$ cat src/logic/elevator_pkg.sv
// elevator package: floor and call types, motor and door commands, state enums, timing constants
`default_nettype none

package elevator_pkg;

	localparam int FLOOR_COUNT       = 8;
	localparam int DOOR_DWELL_CYCLES = 5;	// dwell cycles after the open cycle
	localparam int HALF_FLOOR_STEPS  = 2;	// travel cycles per floor

	typedef logic [$clog2(FLOOR_COUNT)-1:0]      floor_t;
	typedef logic [FLOOR_COUNT-1:0]              floor_mask_t;	// one bit per floor
	typedef logic [2:0]                          dwell_count_t;
	typedef logic [$clog2(HALF_FLOOR_STEPS)-1:0] step_count_t;	// half-floor position

	// all three call groups, used for pins, pending calls and cancels
	typedef struct packed {
		floor_mask_t cab;
		floor_mask_t hall_up;
		floor_mask_t hall_down;
	} call_set_t;

	typedef enum logic [1:0] {
		MOTOR_IDLE = 2'd0,
		MOTOR_DOWN = 2'd1,
		MOTOR_UP   = 2'd2
	} motor_cmd_t;

	typedef enum logic [1:0] {
		DOOR_IDLE  = 2'd0,
		DOOR_OPEN  = 2'd1,
		DOOR_CLOSE = 2'd2
	} door_cmd_t;

	typedef enum logic [1:0] {
		DS_IDLE,
		DS_OPEN,	// single open cycle
		DS_DWELL,
		DS_CLOSE
	} door_state_t;

	typedef enum logic [1:0] {
		CAR_PARKED,
		CAR_TRAVEL,
		CAR_ARRIVE,	// engine off, door request follows
		CAR_SERVE	// waiting for the door cycle
	} car_state_t;

endpackage

`default_nettype wire

$ cat src/logic/call_register.sv
// call register: set and clear memory for cab, hall-up and hall-down calls
`timescale 1ns/1ps
`default_nettype none

module call_register (
	input  wire                      clk,
	input  wire                      reset,
	input  wire elevator_pkg::call_set_t buttons,
	input  wire elevator_pkg::call_set_t cancel,
	output elevator_pkg::call_set_t      pending
);
	import elevator_pkg::*;

	call_set_t next_pending;

	// cancel wins over a press on the same bit
	always_comb begin
		next_pending.cab       = (pending.cab | buttons.cab) & ~cancel.cab;
		next_pending.hall_up   = (pending.hall_up | buttons.hall_up) & ~cancel.hall_up;
		next_pending.hall_down = (pending.hall_down | buttons.hall_down) & ~cancel.hall_down;
	end

	always_ff @(posedge clk or negedge reset) begin
		if (!reset) begin
			pending <= '0;	// no calls after reset
		end else begin
			pending <= next_pending;
		end
	end

endmodule

`default_nettype wire

$ cat src/logic/car_controller.sv
// car controller: position, direction, travel, stop decision and call cancellation
`timescale 1ns/1ps
`default_nettype none

module car_controller (
	input  wire                      clk,
	input  wire                      reset,
	input  wire elevator_pkg::call_set_t pending,
	input  wire                      door_done,
	output elevator_pkg::motor_cmd_t     engine,
	output elevator_pkg::floor_t         level_display,
	output logic                     door_request,
	output logic                     parked,
	output elevator_pkg::call_set_t      cancel
);
	import elevator_pkg::*;

	localparam step_count_t LAST_STEP = step_count_t'(HALF_FLOOR_STEPS - 1);

	car_state_t  state;
	step_count_t step;
	logic        dir_up;	// 1 up, 0 down
	logic        door_busy;	// door is out of idle at this stop

	floor_mask_t all_calls;
	floor_mask_t floor_bit;
	floor_t      next_floor;
	logic        calls_above;
	logic        calls_below;
	logic        ahead;
	logic        behind;
	logic        call_here;
	logic        stop_next;
	logic        more_next;

	// any call strictly past floor f in the given direction
	function automatic logic beyond(input floor_mask_t calls, input floor_t f, input logic up);
		logic hit;
		hit = 1'b0;
		for (int i = 0; i < FLOOR_COUNT; i++) begin
			if (calls[i] && (up ? (i > f) : (i < f)))
				hit = 1'b1;
		end
		return hit;
	endfunction

	// direction rule for a car arriving at floor f
	function automatic logic stop_at(input call_set_t calls, input floor_t f, input logic up);
		floor_mask_t any;
		logic        same_dir;
		logic        other_dir;
		any       = calls.cab | calls.hall_up | calls.hall_down;
		same_dir  = up ? calls.hall_up[f] : calls.hall_down[f];
		other_dir = up ? calls.hall_down[f] : calls.hall_up[f];
		return calls.cab[f] || same_dir || (other_dir && !beyond(any, f, up));
	endfunction

	assign all_calls   = pending.cab | pending.hall_up | pending.hall_down;
	assign floor_bit   = floor_mask_t'(1) << level_display;
	assign next_floor  = dir_up ? level_display + 1'b1 : level_display - 1'b1;
	assign calls_above = beyond(all_calls, level_display, 1'b1);
	assign calls_below = beyond(all_calls, level_display, 1'b0);
	assign ahead       = dir_up ? calls_above : calls_below;
	assign behind      = dir_up ? calls_below : calls_above;
	assign call_here   = |(all_calls & floor_bit);
	assign stop_next   = stop_at(pending, next_floor, dir_up);
	assign more_next   = beyond(all_calls, next_floor, dir_up);

	always_ff @(posedge clk or negedge reset) begin
		if (!reset) begin
			state         <= CAR_PARKED;
			step          <= '0;
			dir_up        <= 1'b1;
			level_display <= '0;
			door_request  <= 1'b0;
			door_busy     <= 1'b0;
		end else begin
			door_request <= 1'b0;	// one-cycle pulse
			if (door_request)
				door_busy <= 1'b1;
			else if (door_done)
				door_busy <= 1'b0;

			case (state)
				CAR_PARKED: begin
					if (call_here) begin
						state <= CAR_ARRIVE;	// door cycle in place
					end else if (ahead) begin
						state <= CAR_TRAVEL;
					end else if (behind) begin
						dir_up <= !dir_up;
						state  <= CAR_TRAVEL;
					end
				end
				CAR_TRAVEL: begin
					if (step == LAST_STEP) begin
						step          <= '0;
						level_display <= next_floor;	// floor reached
						if (stop_next)
							state <= CAR_ARRIVE;
						else if (!more_next)
							state <= CAR_PARKED;
					end else begin
						step <= step + 1'b1;
					end
				end
				CAR_ARRIVE: begin
					door_request <= 1'b1;
					state        <= CAR_SERVE;
				end
				CAR_SERVE: begin
					if (door_done) begin
						if (ahead) begin
							state <= CAR_TRAVEL;	// keep direction
						end else if (behind) begin
							dir_up <= !dir_up;
							state  <= CAR_TRAVEL;
						end else begin
							state <= CAR_PARKED;
						end
					end
				end
				default: begin
					state <= CAR_PARKED;
				end
			endcase
		end
	end

	always_comb begin
		if (state == CAR_TRAVEL)
			engine = dir_up ? MOTOR_UP : MOTOR_DOWN;
		else
			engine = MOTOR_IDLE;
	end

	// open_btn is only honoured with nothing waiting
	assign parked = (state == CAR_PARKED) && !(|all_calls);

	// every call at the stop floor is dropped while the door is in use
	always_comb begin
		cancel.cab       = door_busy ? floor_bit : '0;
		cancel.hall_up   = door_busy ? floor_bit : '0;
		cancel.hall_down = door_busy ? floor_bit : '0;
	end

endmodule

`default_nettype wire

$ cat src/logic/door_sequencer.sv
// door sequencer: open, dwell and close steps with dwell timer and door buttons
`timescale 1ns/1ps
`default_nettype none

module door_sequencer (
	input  wire                   clk,
	input  wire                   reset,
	input  wire                   door_request,
	input  wire                   parked,
	input  wire                   open_btn,
	input  wire                   close_btn,
	output elevator_pkg::door_cmd_t door_cmd,
	output logic                  door_done
);
	import elevator_pkg::*;

	localparam dwell_count_t DWELL_LAST = dwell_count_t'(DOOR_DWELL_CYCLES - 1);

	door_state_t  state;
	dwell_count_t dwell_count;
	logic         start;

	// open_btn only starts a cycle for a car at rest
	assign start = door_request || (open_btn && parked);

	always_ff @(posedge clk or negedge reset) begin
		if (!reset) begin
			state       <= DS_IDLE;
			dwell_count <= '0;
		end else begin
			case (state)
				DS_IDLE: begin
					if (start)
						state <= DS_OPEN;
				end
				DS_OPEN: begin
					state       <= DS_DWELL;
					dwell_count <= '0;	// dwell restarts on every open
				end
				DS_DWELL: begin
					if (close_btn || dwell_count == DWELL_LAST)
						state <= DS_CLOSE;	// close cuts the dwell short
					else
						dwell_count <= dwell_count + 1'b1;
				end
				DS_CLOSE: begin
					if (open_btn)
						state <= DS_OPEN;	// reopen from closing
					else
						state <= DS_IDLE;
				end
				default: begin
					state <= DS_IDLE;
				end
			endcase
		end
	end

	always_comb begin
		case (state)
			DS_OPEN, DS_DWELL: door_cmd = DOOR_OPEN;
			DS_CLOSE:          door_cmd = DOOR_CLOSE;
			default:           door_cmd = DOOR_IDLE;
		endcase
	end

	// close step completes unless the door is reopened
	assign door_done = (state == DS_CLOSE) && !open_btn;

endmodule

`default_nettype wire

$ cat src/logic/elevator_top.sv
// elevator top level: call register, door sequencer and car controller
`timescale 1ns/1ps
`default_nettype none

module elevator_top (
	input  wire                      clk,
	input  wire                      reset,
	input  wire                      open_btn,
	input  wire                      close_btn,
	input  wire elevator_pkg::call_set_t buttons,
	output elevator_pkg::motor_cmd_t     engine,
	output elevator_pkg::door_cmd_t      door,
	output elevator_pkg::floor_t         level_display
);
	import elevator_pkg::*;

	call_set_t pending;
	call_set_t cancel;
	logic      door_request;
	logic      parked;
	logic      door_done;

	call_register u_call_register (
		.clk     (clk),
		.reset   (reset),
		.buttons (buttons),
		.cancel  (cancel),
		.pending (pending)
	);

	door_sequencer u_door_sequencer (
		.clk          (clk),
		.reset        (reset),
		.door_request (door_request),
		.parked       (parked),
		.open_btn     (open_btn),
		.close_btn    (close_btn),
		.door_cmd     (door),
		.door_done    (door_done)
	);

	car_controller u_car_controller (
		.clk           (clk),
		.reset         (reset),
		.pending       (pending),
		.door_done     (door_done),
		.engine        (engine),
		.level_display (level_display),
		.door_request  (door_request),
		.parked        (parked),
		.cancel        (cancel)
	);

endmodule

`default_nettype wire

$ cat config.mk
export PLATFORM = sky130hd
export DESIGN_NAME = elevator_top
export DESIGN_NICKNAME = d
export VERILOG_FILES = /design/src/logic/elevator_pkg.sv /design/src/logic/call_register.sv /design/src/logic/car_controller.sv /design/src/logic/door_sequencer.sv /design/src/logic/elevator_top.sv
export SDC_FILE = /design/constraint.sdc
export NUM_CORES = 1
export LEC_CHECK = 0
export BUFFER_PORTS_ARGS = -buffer_cell sky130_fd_sc_hd__buf_2
export CAP_MARGIN = 40
export CORE_MARGIN = 1
export CORE_UTILIZATION = 45
export CTS_CLUSTER_DIAMETER = 30
export DETAILED_ROUTE_END_ITERATION = 10
export PLACE_DENSITY_LB_ADDON = 0.05
export SETUP_SLACK_MARGIN = 0.4
export SYNTH_ARGS = -nofsm -noshare
export SYNTH_HDL_FRONTEND = slang
export SYNTH_SLANG_ARGS = --single-unit
$ cat constraint.sdc
create_clock -name clk -period 4.4 [get_ports clk]
set_clock_uncertainty 0.2 [all_clocks]
set_input_delay 1.1 -clock clk [delete_from_list [all_inputs] [get_ports clk]]
set_output_delay 1.1 -clock clk [all_outputs]
set_load 0.03 [all_outputs]
==> results of run 1 <==
## registers in the layout (all words and copies together) (netlist names)
register	flops
u_car_controller.door_request	1
u_call_register.pending	24
u_car_controller.state	2
u_car_controller.dir_up	1
u_car_controller.level_display	3
u_car_controller.door_busy	1
u_door_sequencer.dwell_count	3
u_door_sequencer.state	2
u_car_controller.step	1
## report_power, final
| part | switching (uW) | leakage, uW | total, uW | internal, uW |
|---|---|---|---|---|
| Clock | 125 | 0.0000482 | 251 | 127 |
| Combinational | 629 | 0.000668 | 1100 | 473 |
| Sequential | 186 | 0.000396 | 684 | 498 |
## cell type report
cell class              instances  area, sq um  share of cell area
clock buffers                   7         86.3              0.0320
clock inverters                 1         5.00             0.00186
inverters                      16         60.1              0.0223
multi-input cells             178         1290               0.478
flip-flops and latches         38          952               0.353
well taps                      67         83.8              0.0311
repair buffers                 38          220              0.0816
## per-layer routing
metal / global-route usage / share of wire / vias up
li1: - / - / 951
met1: 0.310 / 0.47 / 910
met2: 0.363 / 0.47 / 46
met3: 0.0474 / 0.043 / 10
met4: 0.0876 / 0.021 / 0
met5: 0 / 0 / -
## cell usage after synthesis, drive strengths merged, types with 2 or more instances
library cell and instances:
dfrtp 37, nand2 20, o21a 19, a21oi 17
o21ai 17, inv 16, ha 15, nor2 13
mux2i 10, a211oi 9, nor3 9, o31ai 6
mux4 4, nand3 4, nor2b 4, xor2 4
a31oi 3, buf 3, o22ai 3, and2 2
clkbuf 2, nand4 2, nor4 2
## stage by stage
step	hold WS [ns]	setup WS, ns
2_1_floorplan	0.228	1.02
3_3_place_gp	0.256	1.39
3_5_place_dp	0.263	1.32
4_1_cts	0.276	1.29
5_1_grt	0.280	1.11
6_report	0.267	1.28
## kinds of logic (layout without fill, tap and decap cells)
group | Yosys count | count (layout) | synth area share
adder cells (fa/ha/maj) | 15 | 15 | 0.0803
AO/OA/AOI/OAI | 82 | 82 | 0.227
XOR/XNOR | 5 | 5 | 0.0300
flip-flops | 38 | 38 | 0.407
multiplexers | 15 | 15 | 0.0877
buffers and inverters | 22 | 62 | 0.0412
AND/OR/NAND/NOR | 61 | 61 | 0.126
## how the worst max path moves through the flow
stage | slack, ns | start | to | cells past startpoint
floorplan | 1.02 | u_car_controller.level_display[0] | u_car_controller.state[1] | 11
global placement | 1.39 | u_car_controller.level_display[1] | u_car_controller.state[1] | 7
detailed placement | 1.32 | u_car_controller.level_display[1] | u_car_controller.state[1] | 7
CTS | 1.29 | u_car_controller.level_display[1] | u_car_controller.state[1] | 7
global route | 1.11 | u_car_controller.level_display[1] | u_car_controller.state[1] | 7
finish | 1.28 | u_car_controller.level_display[1] | u_car_controller.state[1] | 7
==> impl_metrics.py, run 1 <==
metrics = {
    "status": {
        "outcome": "complete, no violations",
    },
    "floorplanning": {
        "floorplan.io_pins": 35,
        "fp-row-count": 25,
        "coreArea_sq_um": 4850,
        "chipWidth_um": 74.1,
        "die_h_um": 74.1,
        "start_util": 0.482,
        "design.die.area_sq_um": 5490,
    },
    "hold_path": {
        "hold_path_startpoint": "u_car_controller.step",
        "hold_depth": 1,
        "min_path_type": "flip-flop to flip-flop",
        "worstHoldEndpoint": "u_car_controller.step",
    },
    "setup_path": {
        "worst_setup_path_end_kind": "flip-flop",
        "worstReg2RegStart": "u_car_controller.level_display[1]",
        "data_arrival_critical_path_ns": 3.10,
        "cp_cell_sequence": "inv_2 > ha_1 > xor2_4 > mux4_2 > o32ai_1 > a21oi_1 > a221o_1",
        "worst_setup_path_start_kind": "flip-flop",
        "critical_path_peak_fanout": 9,
        "worst_path_max_delay_cell": "mux4_2",
        "rr_worst_depth": 7,
        "timing.setup.critical_path_class": "flip-flop to flip-flop",
        "crit_path_max_incr_delay_ns": 0.57,
        "cp_data_required_time_ns": 4.38,
        "reg2reg_slack_ns": 1.28,
        "timing.critical_path.buf_inv": 1,
        "path_delay_family": "compound AO/OA/AOI/OAI gates",
        "timing.rr.end": "u_car_controller.state[1]",
    },
    "grt": {
        "grt_pass1_vias": 1821,
        "grt_usage": 0.229,
        "grt_max_degree": 23,
        "grt_antenna_before_repair": 0,
        "global_route.overflow_total": 0,
        "grt_pass1_wl_um": 9250,
    },
    "clock_tree": {
        "cts_resized": 0,
        "cts_hold_buffers": 0,
        "cts_tree": "yes",
        "reg_clk_slew_reported_paths_ns": 0.08,
        "worstSkewPairLatency_ns": 0.29,
        "htree_num_levels": 2,
        "root_buffer": "clkbuf_8",
        "cts.sink_count": 38,
        "numCtsBuffers": 5,
        "postCtsSetupRepairBufs": 0,
        "clk_path_buf_depth": 2,
    },
    "routing": {
        "total_via_count_in_the_routed_design": 1917,
        "routed_via_density": 5.56,
        "detail-route-antenna-nets": 0,
        "drcViolationCount": 0,
        "wire_per_inst_um": 15.9,
        "routed_wl_um": 5500,
        "drt_first_pass_iters": 4,
        "detail_route.iter0.violations": 123,
    },
    "timing": {
        "timing.final.setup_violations": 0,
        "final_min_period_over_clock_period": 0.709,
        "setup_repair_after_global_routing_missed_its_margin": "false",
        "max_freq_mhz": 321,
        "fin_crit_ns": 3.12,
        "final_max_slew_viol_count": 0,
        "timing_hold_violations_final": 0,
        "tightestPinTransition_ns": 0.792,
        "max_slew_headroom_at_the_worst_pin": 0.467,
        "finalSetupTns_ns": 0,
    },
    "power_and_ir_drop": {
        "pwr_density_cell_nw_per_um2": 755,
        "report.power.total_uw": 2040,
        "ir_drop_v": 0.000345,
        "static-leakage-power_uw": 0.00111,
    },
    "yosys": {
        "synthesis.area_sq_um": 2340,
        "ys_async_sr_fraction": 1.00,
        "synth_top_area_share": 0.396,
        "synth_fp_nets": 281,
        "synth_enable_flop_cells": 0,
        "ys.flop_type": "dfrtp_1",
        "synth.area.top_cells": "dfrtp_1 40%, ha_1 8.0%, o21a_1 6.1%",
        "yosysTopAreaCell": "dfrtp_1",
        "ys_warn_count": 0,
        "postSynthRegisterBits": 38,
        "post_synth_inst_count": 238,
        "ys_types": 47,
        "synth_sequential_area_ratio": 0.407,
        "synthesis.area_per_instance_sq_um": 9.83,
    },
    "final_layout": {
        "total_nets_final": 320,
        "n_fill_cell": 438,
        "drive_above_1_share": 0.201,
        "instances_no_fill": 345,
        "synthToLayoutAreaGrowth_pct": 15.4,
        "num_antenna_cells": 0,
        "final_cell_mix": "37 x dfrtp_1, 34 x buf_2, 20 x nand2_1",
        "most_common_library_cell_in_the_layout_ignoring_fill_and_taps": "dfrtp_1",
        "finalCoreUtilization": 0.556,
        "postLayoutCellArea_sq_um": 2700,
    },
    "placement": {
        "dp.final_hpwl_um": 4290,
        "instance_area_after_placement_sq_um": 2610,
        "place.gp.congestion": 0.938,
        "buffer_ports.inserted": 34,
        "dpl.cell_count": 337,
    },
    "flow_run": {
        "max-cap-violations": 0,
    },
}
Power figures use the tool's default switching activity.
==> run 2, diff against run 1 <==
clock period = 2.65 ns   (was 4.4 ns; I/O delays follow)
==> impl_metrics.py, run 2 (same netlist as run 1, synthesis figures left out) <==
metrics = {
    "floorplanning": {
        "fp-row-count": 25,
        "design.die.area_sq_um": 5490,
        "die_h_um": 74.1,
        "chipWidth_um": 74.1,
        "coreArea_sq_um": 4850,
        "floorplan.io_pins": 35,
        "start_util": 0.482,
    },
    "setup_path": {
        "cp_data_required_time_ns": 2.63,
        "path_delay_family": "compound AO/OA/AOI/OAI gates",
        "worst_setup_path_start_kind": "flip-flop",
        "crit_path_max_incr_delay_ns": 0.57,
        "timing.setup.critical_path_class": "flip-flop to flip-flop",
        "timing.critical_path.buf_inv": 1,
        "data_arrival_critical_path_ns": 2.53,
        "critical_path_peak_fanout": 3,
        "reg2reg_slack_ns": 0.10,
        "rr_worst_depth": 8,
        "cp_cell_sequence": "inv_4 > ha_4 > xor2_4 > mux4_2 > o22ai_2 > o21ai_2 > a31o_1 > a221o_1",
        "timing.rr.end": "u_car_controller.state[1]",
        "worst_path_max_delay_cell": "mux4_2",
        "worstReg2RegStart": "u_car_controller.level_display[0]",
        "worst_setup_path_end_kind": "flip-flop",
    },
    "clock_tree": {
        "cts_tree": "yes",
        "numCtsBuffers": 5,
        "htree_num_levels": 2,
        "root_buffer": "clkbuf_8",
        "cts.sink_count": 38,
        "worstSkewPairLatency_ns": 0.29,
        "cts_hold_buffers": 0,
        "clk_path_buf_depth": 2,
        "reg_clk_slew_reported_paths_ns": 0.07,
    },
    "final_layout": {
        "drive_above_1_share": 0.345,
        "synthToLayoutAreaGrowth_pct": 32.2,
        "total_nets_final": 353,
        "biggest_registers_after_layout": "u_call_register.pending x24, u_car_controller.level_display x3, u_door_sequencer.dwell_count x3",
        "most_common_library_cell_in_the_layout_ignoring_fill_and_taps": "dfrtp_1",
        "final_cell_mix": "35 x dfrtp_1, 32 x buf_2, 32 x buf_4",
        "largest_register_by_flop_count": "u_call_register.pending",
        "largest_register_ffs": 24,
        "num_antenna_cells": 0,
    },
    "routing": {
        "drcViolationCount": 0,
        "total_via_count_in_the_routed_design": 2103,
        "drt_first_pass_iters": 4,
        "detail-route-antenna-nets": 0,
        "routed_wl_um": 6410,
        "detail_route.iter0.violations": 163,
        "wire_per_inst_um": 17.0,
        "routed_via_density": 5.58,
    },
    "timing": {
        "timing.final.setup_violations": 0,
        "final_max_slew_viol_count": 0,
        "final_min_period_over_clock_period": 0.962,
        "max_freq_mhz": 392,
        "fin_crit_ns": 2.55,
        "setup_repair_after_global_routing_missed_its_margin": "true",
        "tightestPinTransition_ns": 0.351,
        "timing_hold_violations_final": 0,
        "max_slew_headroom_at_the_worst_pin": 0.760,
        "postLayoutSetupSlackWorst_ns": 0.101,
    },
    "flow_run": {
        "max-cap-violations": 0,
    },
    "status": {
        "outcome": "complete, no violations",
    },
    "grt": {
        "grt_pass1_vias": 1977,
        "groute.layer.met2.usage": 0.385,
        "grt_use_met3": 0.0461,
        "grt_usage": 0.248,
        "grt_antenna_before_repair": 0,
        "grt_max_degree": 17,
        "groute.layer.met1.usage": 0.350,
        "global_route.overflow_total": 0,
        "globalRoute.busiestLayer": "met2",
        "grt_pass1_wl_um": 10000,
    },
    "placement": {
        "post-place-ws_ns": 0.0930,
        "buffer_ports.inserted": 34,
        "dp.final_hpwl_um": 4600,
        "place.gp.congestion": 0.905,
    },
    "hold_path": {
        "min_path_type": "input pin to async pin",
    },
    "power_and_ir_drop": {
        "ir_drop_v": 0.000541,
        "pwr_density_cell_nw_per_um2": 1340,
        "static-leakage-power_uw": 0.00128,
        "report.power.total_uw": 4130,
    },
}
[run 2: repair_timing]
action,CTS,global route
pin swaps,2,6
setup endpoints to repair,4,8
buffers inserted,3,8
cloned,0,1
gates resized for setup,5,23
[run 2: how the worst max path moves through the flow]
stage / cells after the start / end / from
2_1_floorplan: 11 / u_car_controller.state[1] / u_car_controller.level_display[0]
3_3_place_gp: 9 / u_car_controller.state[1] / u_car_controller.level_display[1]
3_5_place_dp: 9 / u_car_controller.state[1] / u_car_controller.level_display[0]
4_1_cts: 9 / u_car_controller.state[1] / u_car_controller.level_display[1]
5_1_grt: 8 / u_car_controller.state[1] / u_car_controller.level_display[0]
6_report: 8 / u_car_controller.state[1] / u_car_controller.level_display[0]
[run 2: final cells by class]
class / instances / area, sq um
Tap cell: 67 / 83.8
Fill cell: 432 / 1760
Clock buffer: 7 / 86.3
Timing Repair Buffer: 71 / 493
Multi-Input combinational cell: 178 / 1410
Inverter: 16 / 62.6
Sequential cell: 38 / 955
[run 2: worst register-to-register path, cell delays in order (launching register included)]
cell,delay [ns]
dfrtp_2,0.40
inv_4,0.05
ha_4,0.30
xor2_4,0.21
mux4_2,0.57
o22ai_2,0.14
o21ai_2,0.07
a31o_1,0.21
a221o_1,0.30
[run 2: metal layers]
| metal | vias to the layer above | share of wire |
|---|---|---|
| li1 | 1015 | - |
| met1 | 1015 | 0.45 |
| met2 | 59 | 0.47 |
| met3 | 14 | 0.051 |
| met4 | 0 | 0.023 |
| met5 | - | 0 |
[run 2: per-stage QoR]
step | hold WS, ns | util | std cells | TNS (ns) | instance area (sq um)
3_5_place_dp | 0.264 | 0.572 | 358 | 0 | 2770
3_3_place_gp | 0.258 | 0.572 | 358 | 0 | 2770
2_1_floorplan | 0.167 | - | 238 | -0.703 | 2380
5_1_grt | 0.0881 | 0.637 | 377 | 0 | 3090
6_report | 0.0726 | 0.637 | 377 | 0 | 3090
4_1_cts | 0.0816 | 0.597 | 368 | 0 | 2890
[run 2: report_power, final]
part | total (uW) | switching (uW) | internal, uW
Sequential | 1130 | 297 | 830
Combinational | 2600 | 1330 | 1270
Clock | 403 | 196 | 206
Total | 4130 | 1820 | 2300
==> run 3, diff against run 2 <==
HOLD_SLACK_MARGIN = 0.15   (was default)
MAX_ROUTING_LAYER = met4   (was default)
==> impl_metrics.py, run 3 (same netlist as run 1, synthesis figures left out) <==
metrics = {
    "routing": {
        "detail_route.iter0.violations": 167,
        "detail-route-antenna-nets": 0,
        "met3RoutedLength_um": 319,
        "wl_met1_um": 2880,
        "drcViolationCount": 0,
        "route.top_layer_used": "met4",
        "dr_wl_met2_um": 3060,
        "total_via_count_in_the_routed_design": 2103,
        "wire_per_inst_um": 16.7,
        "routed_via_density": 5.56,
        "routed_wl_um": 6330,
        "drt_first_pass_iters": 4,
    },
    "setup_path": {
        "path_delay_family": "compound AO/OA/AOI/OAI gates",
        "crit_path_max_incr_delay_ns": 0.56,
        "timing.critical_path.buf_inv": 1,
        "critical_path_peak_fanout": 3,
        "worst_setup_path_start_kind": "flip-flop",
        "cp_cell_sequence": "inv_2 > ha_4 > xor2_4 > mux4_2 > o32ai_2 > a21oi_1 > a221o_1",
        "worst_setup_path_end_kind": "flip-flop",
        "timing.setup.critical_path_class": "flip-flop to flip-flop",
        "cp_data_required_time_ns": 2.64,
        "data_arrival_critical_path_ns": 2.49,
        "worst_path_max_delay_cell": "mux4_2",
    },
    "timing": {
        "tightestPinTransition_ns": 0.516,
        "timing_hold_violations_final": 0,
        "whs_ns": 0.199,
        "timing.final.setup_violations": 0,
        "final_min_period_over_clock_period": 0.943,
        "setup_repair_after_global_routing_missed_its_margin": "true",
        "fin_crit_ns": 2.50,
        "max_freq_mhz": 400,
        "max_slew_headroom_at_the_worst_pin": 0.653,
        "final_max_slew_viol_count": 0,
        "finalSetupTns_ns": 0,
    },
    "clock_tree": {
        "root_buffer": "clkbuf_8",
        "cts_tree": "yes",
        "worstSkewPairLatency_ns": 0.30,
        "htree_num_levels": 2,
        "cts.sink_count": 38,
        "clk_path_buf_depth": 2,
        "cts_hold_buffers": 0,
        "numCtsBuffers": 5,
        "reg_clk_slew_reported_paths_ns": 0.08,
    },
    "floorplanning": {
        "design.die.area_sq_um": 5490,
        "floorplan.io_pins": 35,
        "fp-row-count": 25,
        "start_util": 0.482,
        "die_h_um": 74.1,
        "chipWidth_um": 74.1,
        "coreArea_sq_um": 4850,
    },
    "grt": {
        "grt_max_degree": 39,
        "grt_pass1_wl_um": 10300,
        "global_route.overflow_total": 0,
        "grt_pass1_vias": 1994,
        "grt_usage": 0.263,
        "grt_antenna_before_repair": 0,
    },
    "power_and_ir_drop": {
        "static-leakage-power_uw": 0.00128,
        "pwr_density_cell_nw_per_um2": 1340,
        "report.power.total_uw": 4130,
        "ir_drop_v": 0.000635,
    },
    "final_layout": {
        "synthToLayoutAreaGrowth_pct": 31.5,
        "largest_register_ffs": 24,
        "drive_above_1_share": 0.357,
        "postLayoutCellArea_sq_um": 3070,
        "biggest_registers_after_layout": "u_call_register.pending x24, u_car_controller.level_display x3, u_door_sequencer.dwell_count x3",
        "finalCoreUtilization": 0.634,
        "num_antenna_cells": 0,
        "largest_register_by_flop_count": "u_call_register.pending",
        "most_common_library_cell_in_the_layout_ignoring_fill_and_taps": "dfrtp_1",
        "total_nets_final": 353,
        "final_cell_mix": "36 x dfrtp_1, 33 x buf_2, 32 x buf_4",
    },
    "status": {
        "outcome": "complete, no violations",
    },
    "placement": {
        "instance_area_after_placement_sq_um": 2770,
        "dp.final_hpwl_um": 4650,
        "buffer_ports.inserted": 34,
        "place.gp.congestion": 0.919,
    },
    "hold_path": {
        "min_path_type": "input pin to async pin",
    },
    "flow_run": {
        "max-cap-violations": 0,
    },
}
-- run 3: changes by cell type in the layout (fill, tap and decap cells not counted), sizes merged --
| cell | delta |
|---|---|
| clkinvlp | +1 |
| buf | +1 |
| clkinv | +1 |
| clkbuf | -2 |
-- run 3: layer usage --
layer	up-vias	global-route usage
li1	1012	-
met1	1021	0.349
met2	62	0.425
met3	8	0.0366
met4	0	0.0620
met5	-	-
-- run 3: layout make-up --
type,instances,area [sq um]
inverter,16,62.6
sequential,38,953
clock buffer,6,82.6
multi-input combinational,178,1410
clock inverter,2,12.5
tap,67,83.8
fill,423,1770
timing repair buffer,71,470
-- run 3: through the flow --
stage,instances,setup slack (ns)
2_1_floorplan,238,-0.404
3_3_place_gp,358,0.112
3_5_place_dp,358,0.106
4_1_cts,368,0.161
5_1_grt,378,0.0842
6_report,378,0.150
-- run 3: path summary, 6_finish.rpt --
check                                             startpoint                                end  depth (start not counted)  slack [ns]
setup / recovery           u_car_controller.level_display[1]          u_car_controller.state[1]                          7        0.15
hold / removal                                         reset    u_door_sequencer.dwell_count[2]                          2        0.20
setup reg to reg           u_car_controller.level_display[1]          u_car_controller.state[1]                          7        0.15
hold reg to reg                        u_car_controller.step              u_car_controller.step                          1        0.28
max in group asynchronous                              reset  u_car_controller.level_display[0]                          2        1.68
min in group clk                       u_car_controller.step              u_car_controller.step                          1        0.28
-- run 3: what timing repair did --
item                       in CTS  in global routing
pin swaps                       1                  2
cloned                          0                  0
buffers inserted                2                 10
setup endpoints to repair       5                  8
resized for setup               6                 21
-- run 3: worst reg2reg max path, cell delays in order, from the launching register on --
cell	delay [ns]
dfrtp_1	0.39
inv_2	0.07
ha_4	0.29
xor2_4	0.19
mux4_2	0.56
o32ai_2	0.26
a21oi_1	0.11
a221o_1	0.33
-- run 3: report_power, final --
part / internal [uW] / leakage [uW] / total [uW] / switching (uW)
sequential: 828 / 0.000395 / 1120 / 289
combinational: 1250 / 0.000834 / 2580 / 1330
clock: 209 / 0.0000472 / 430 / 220
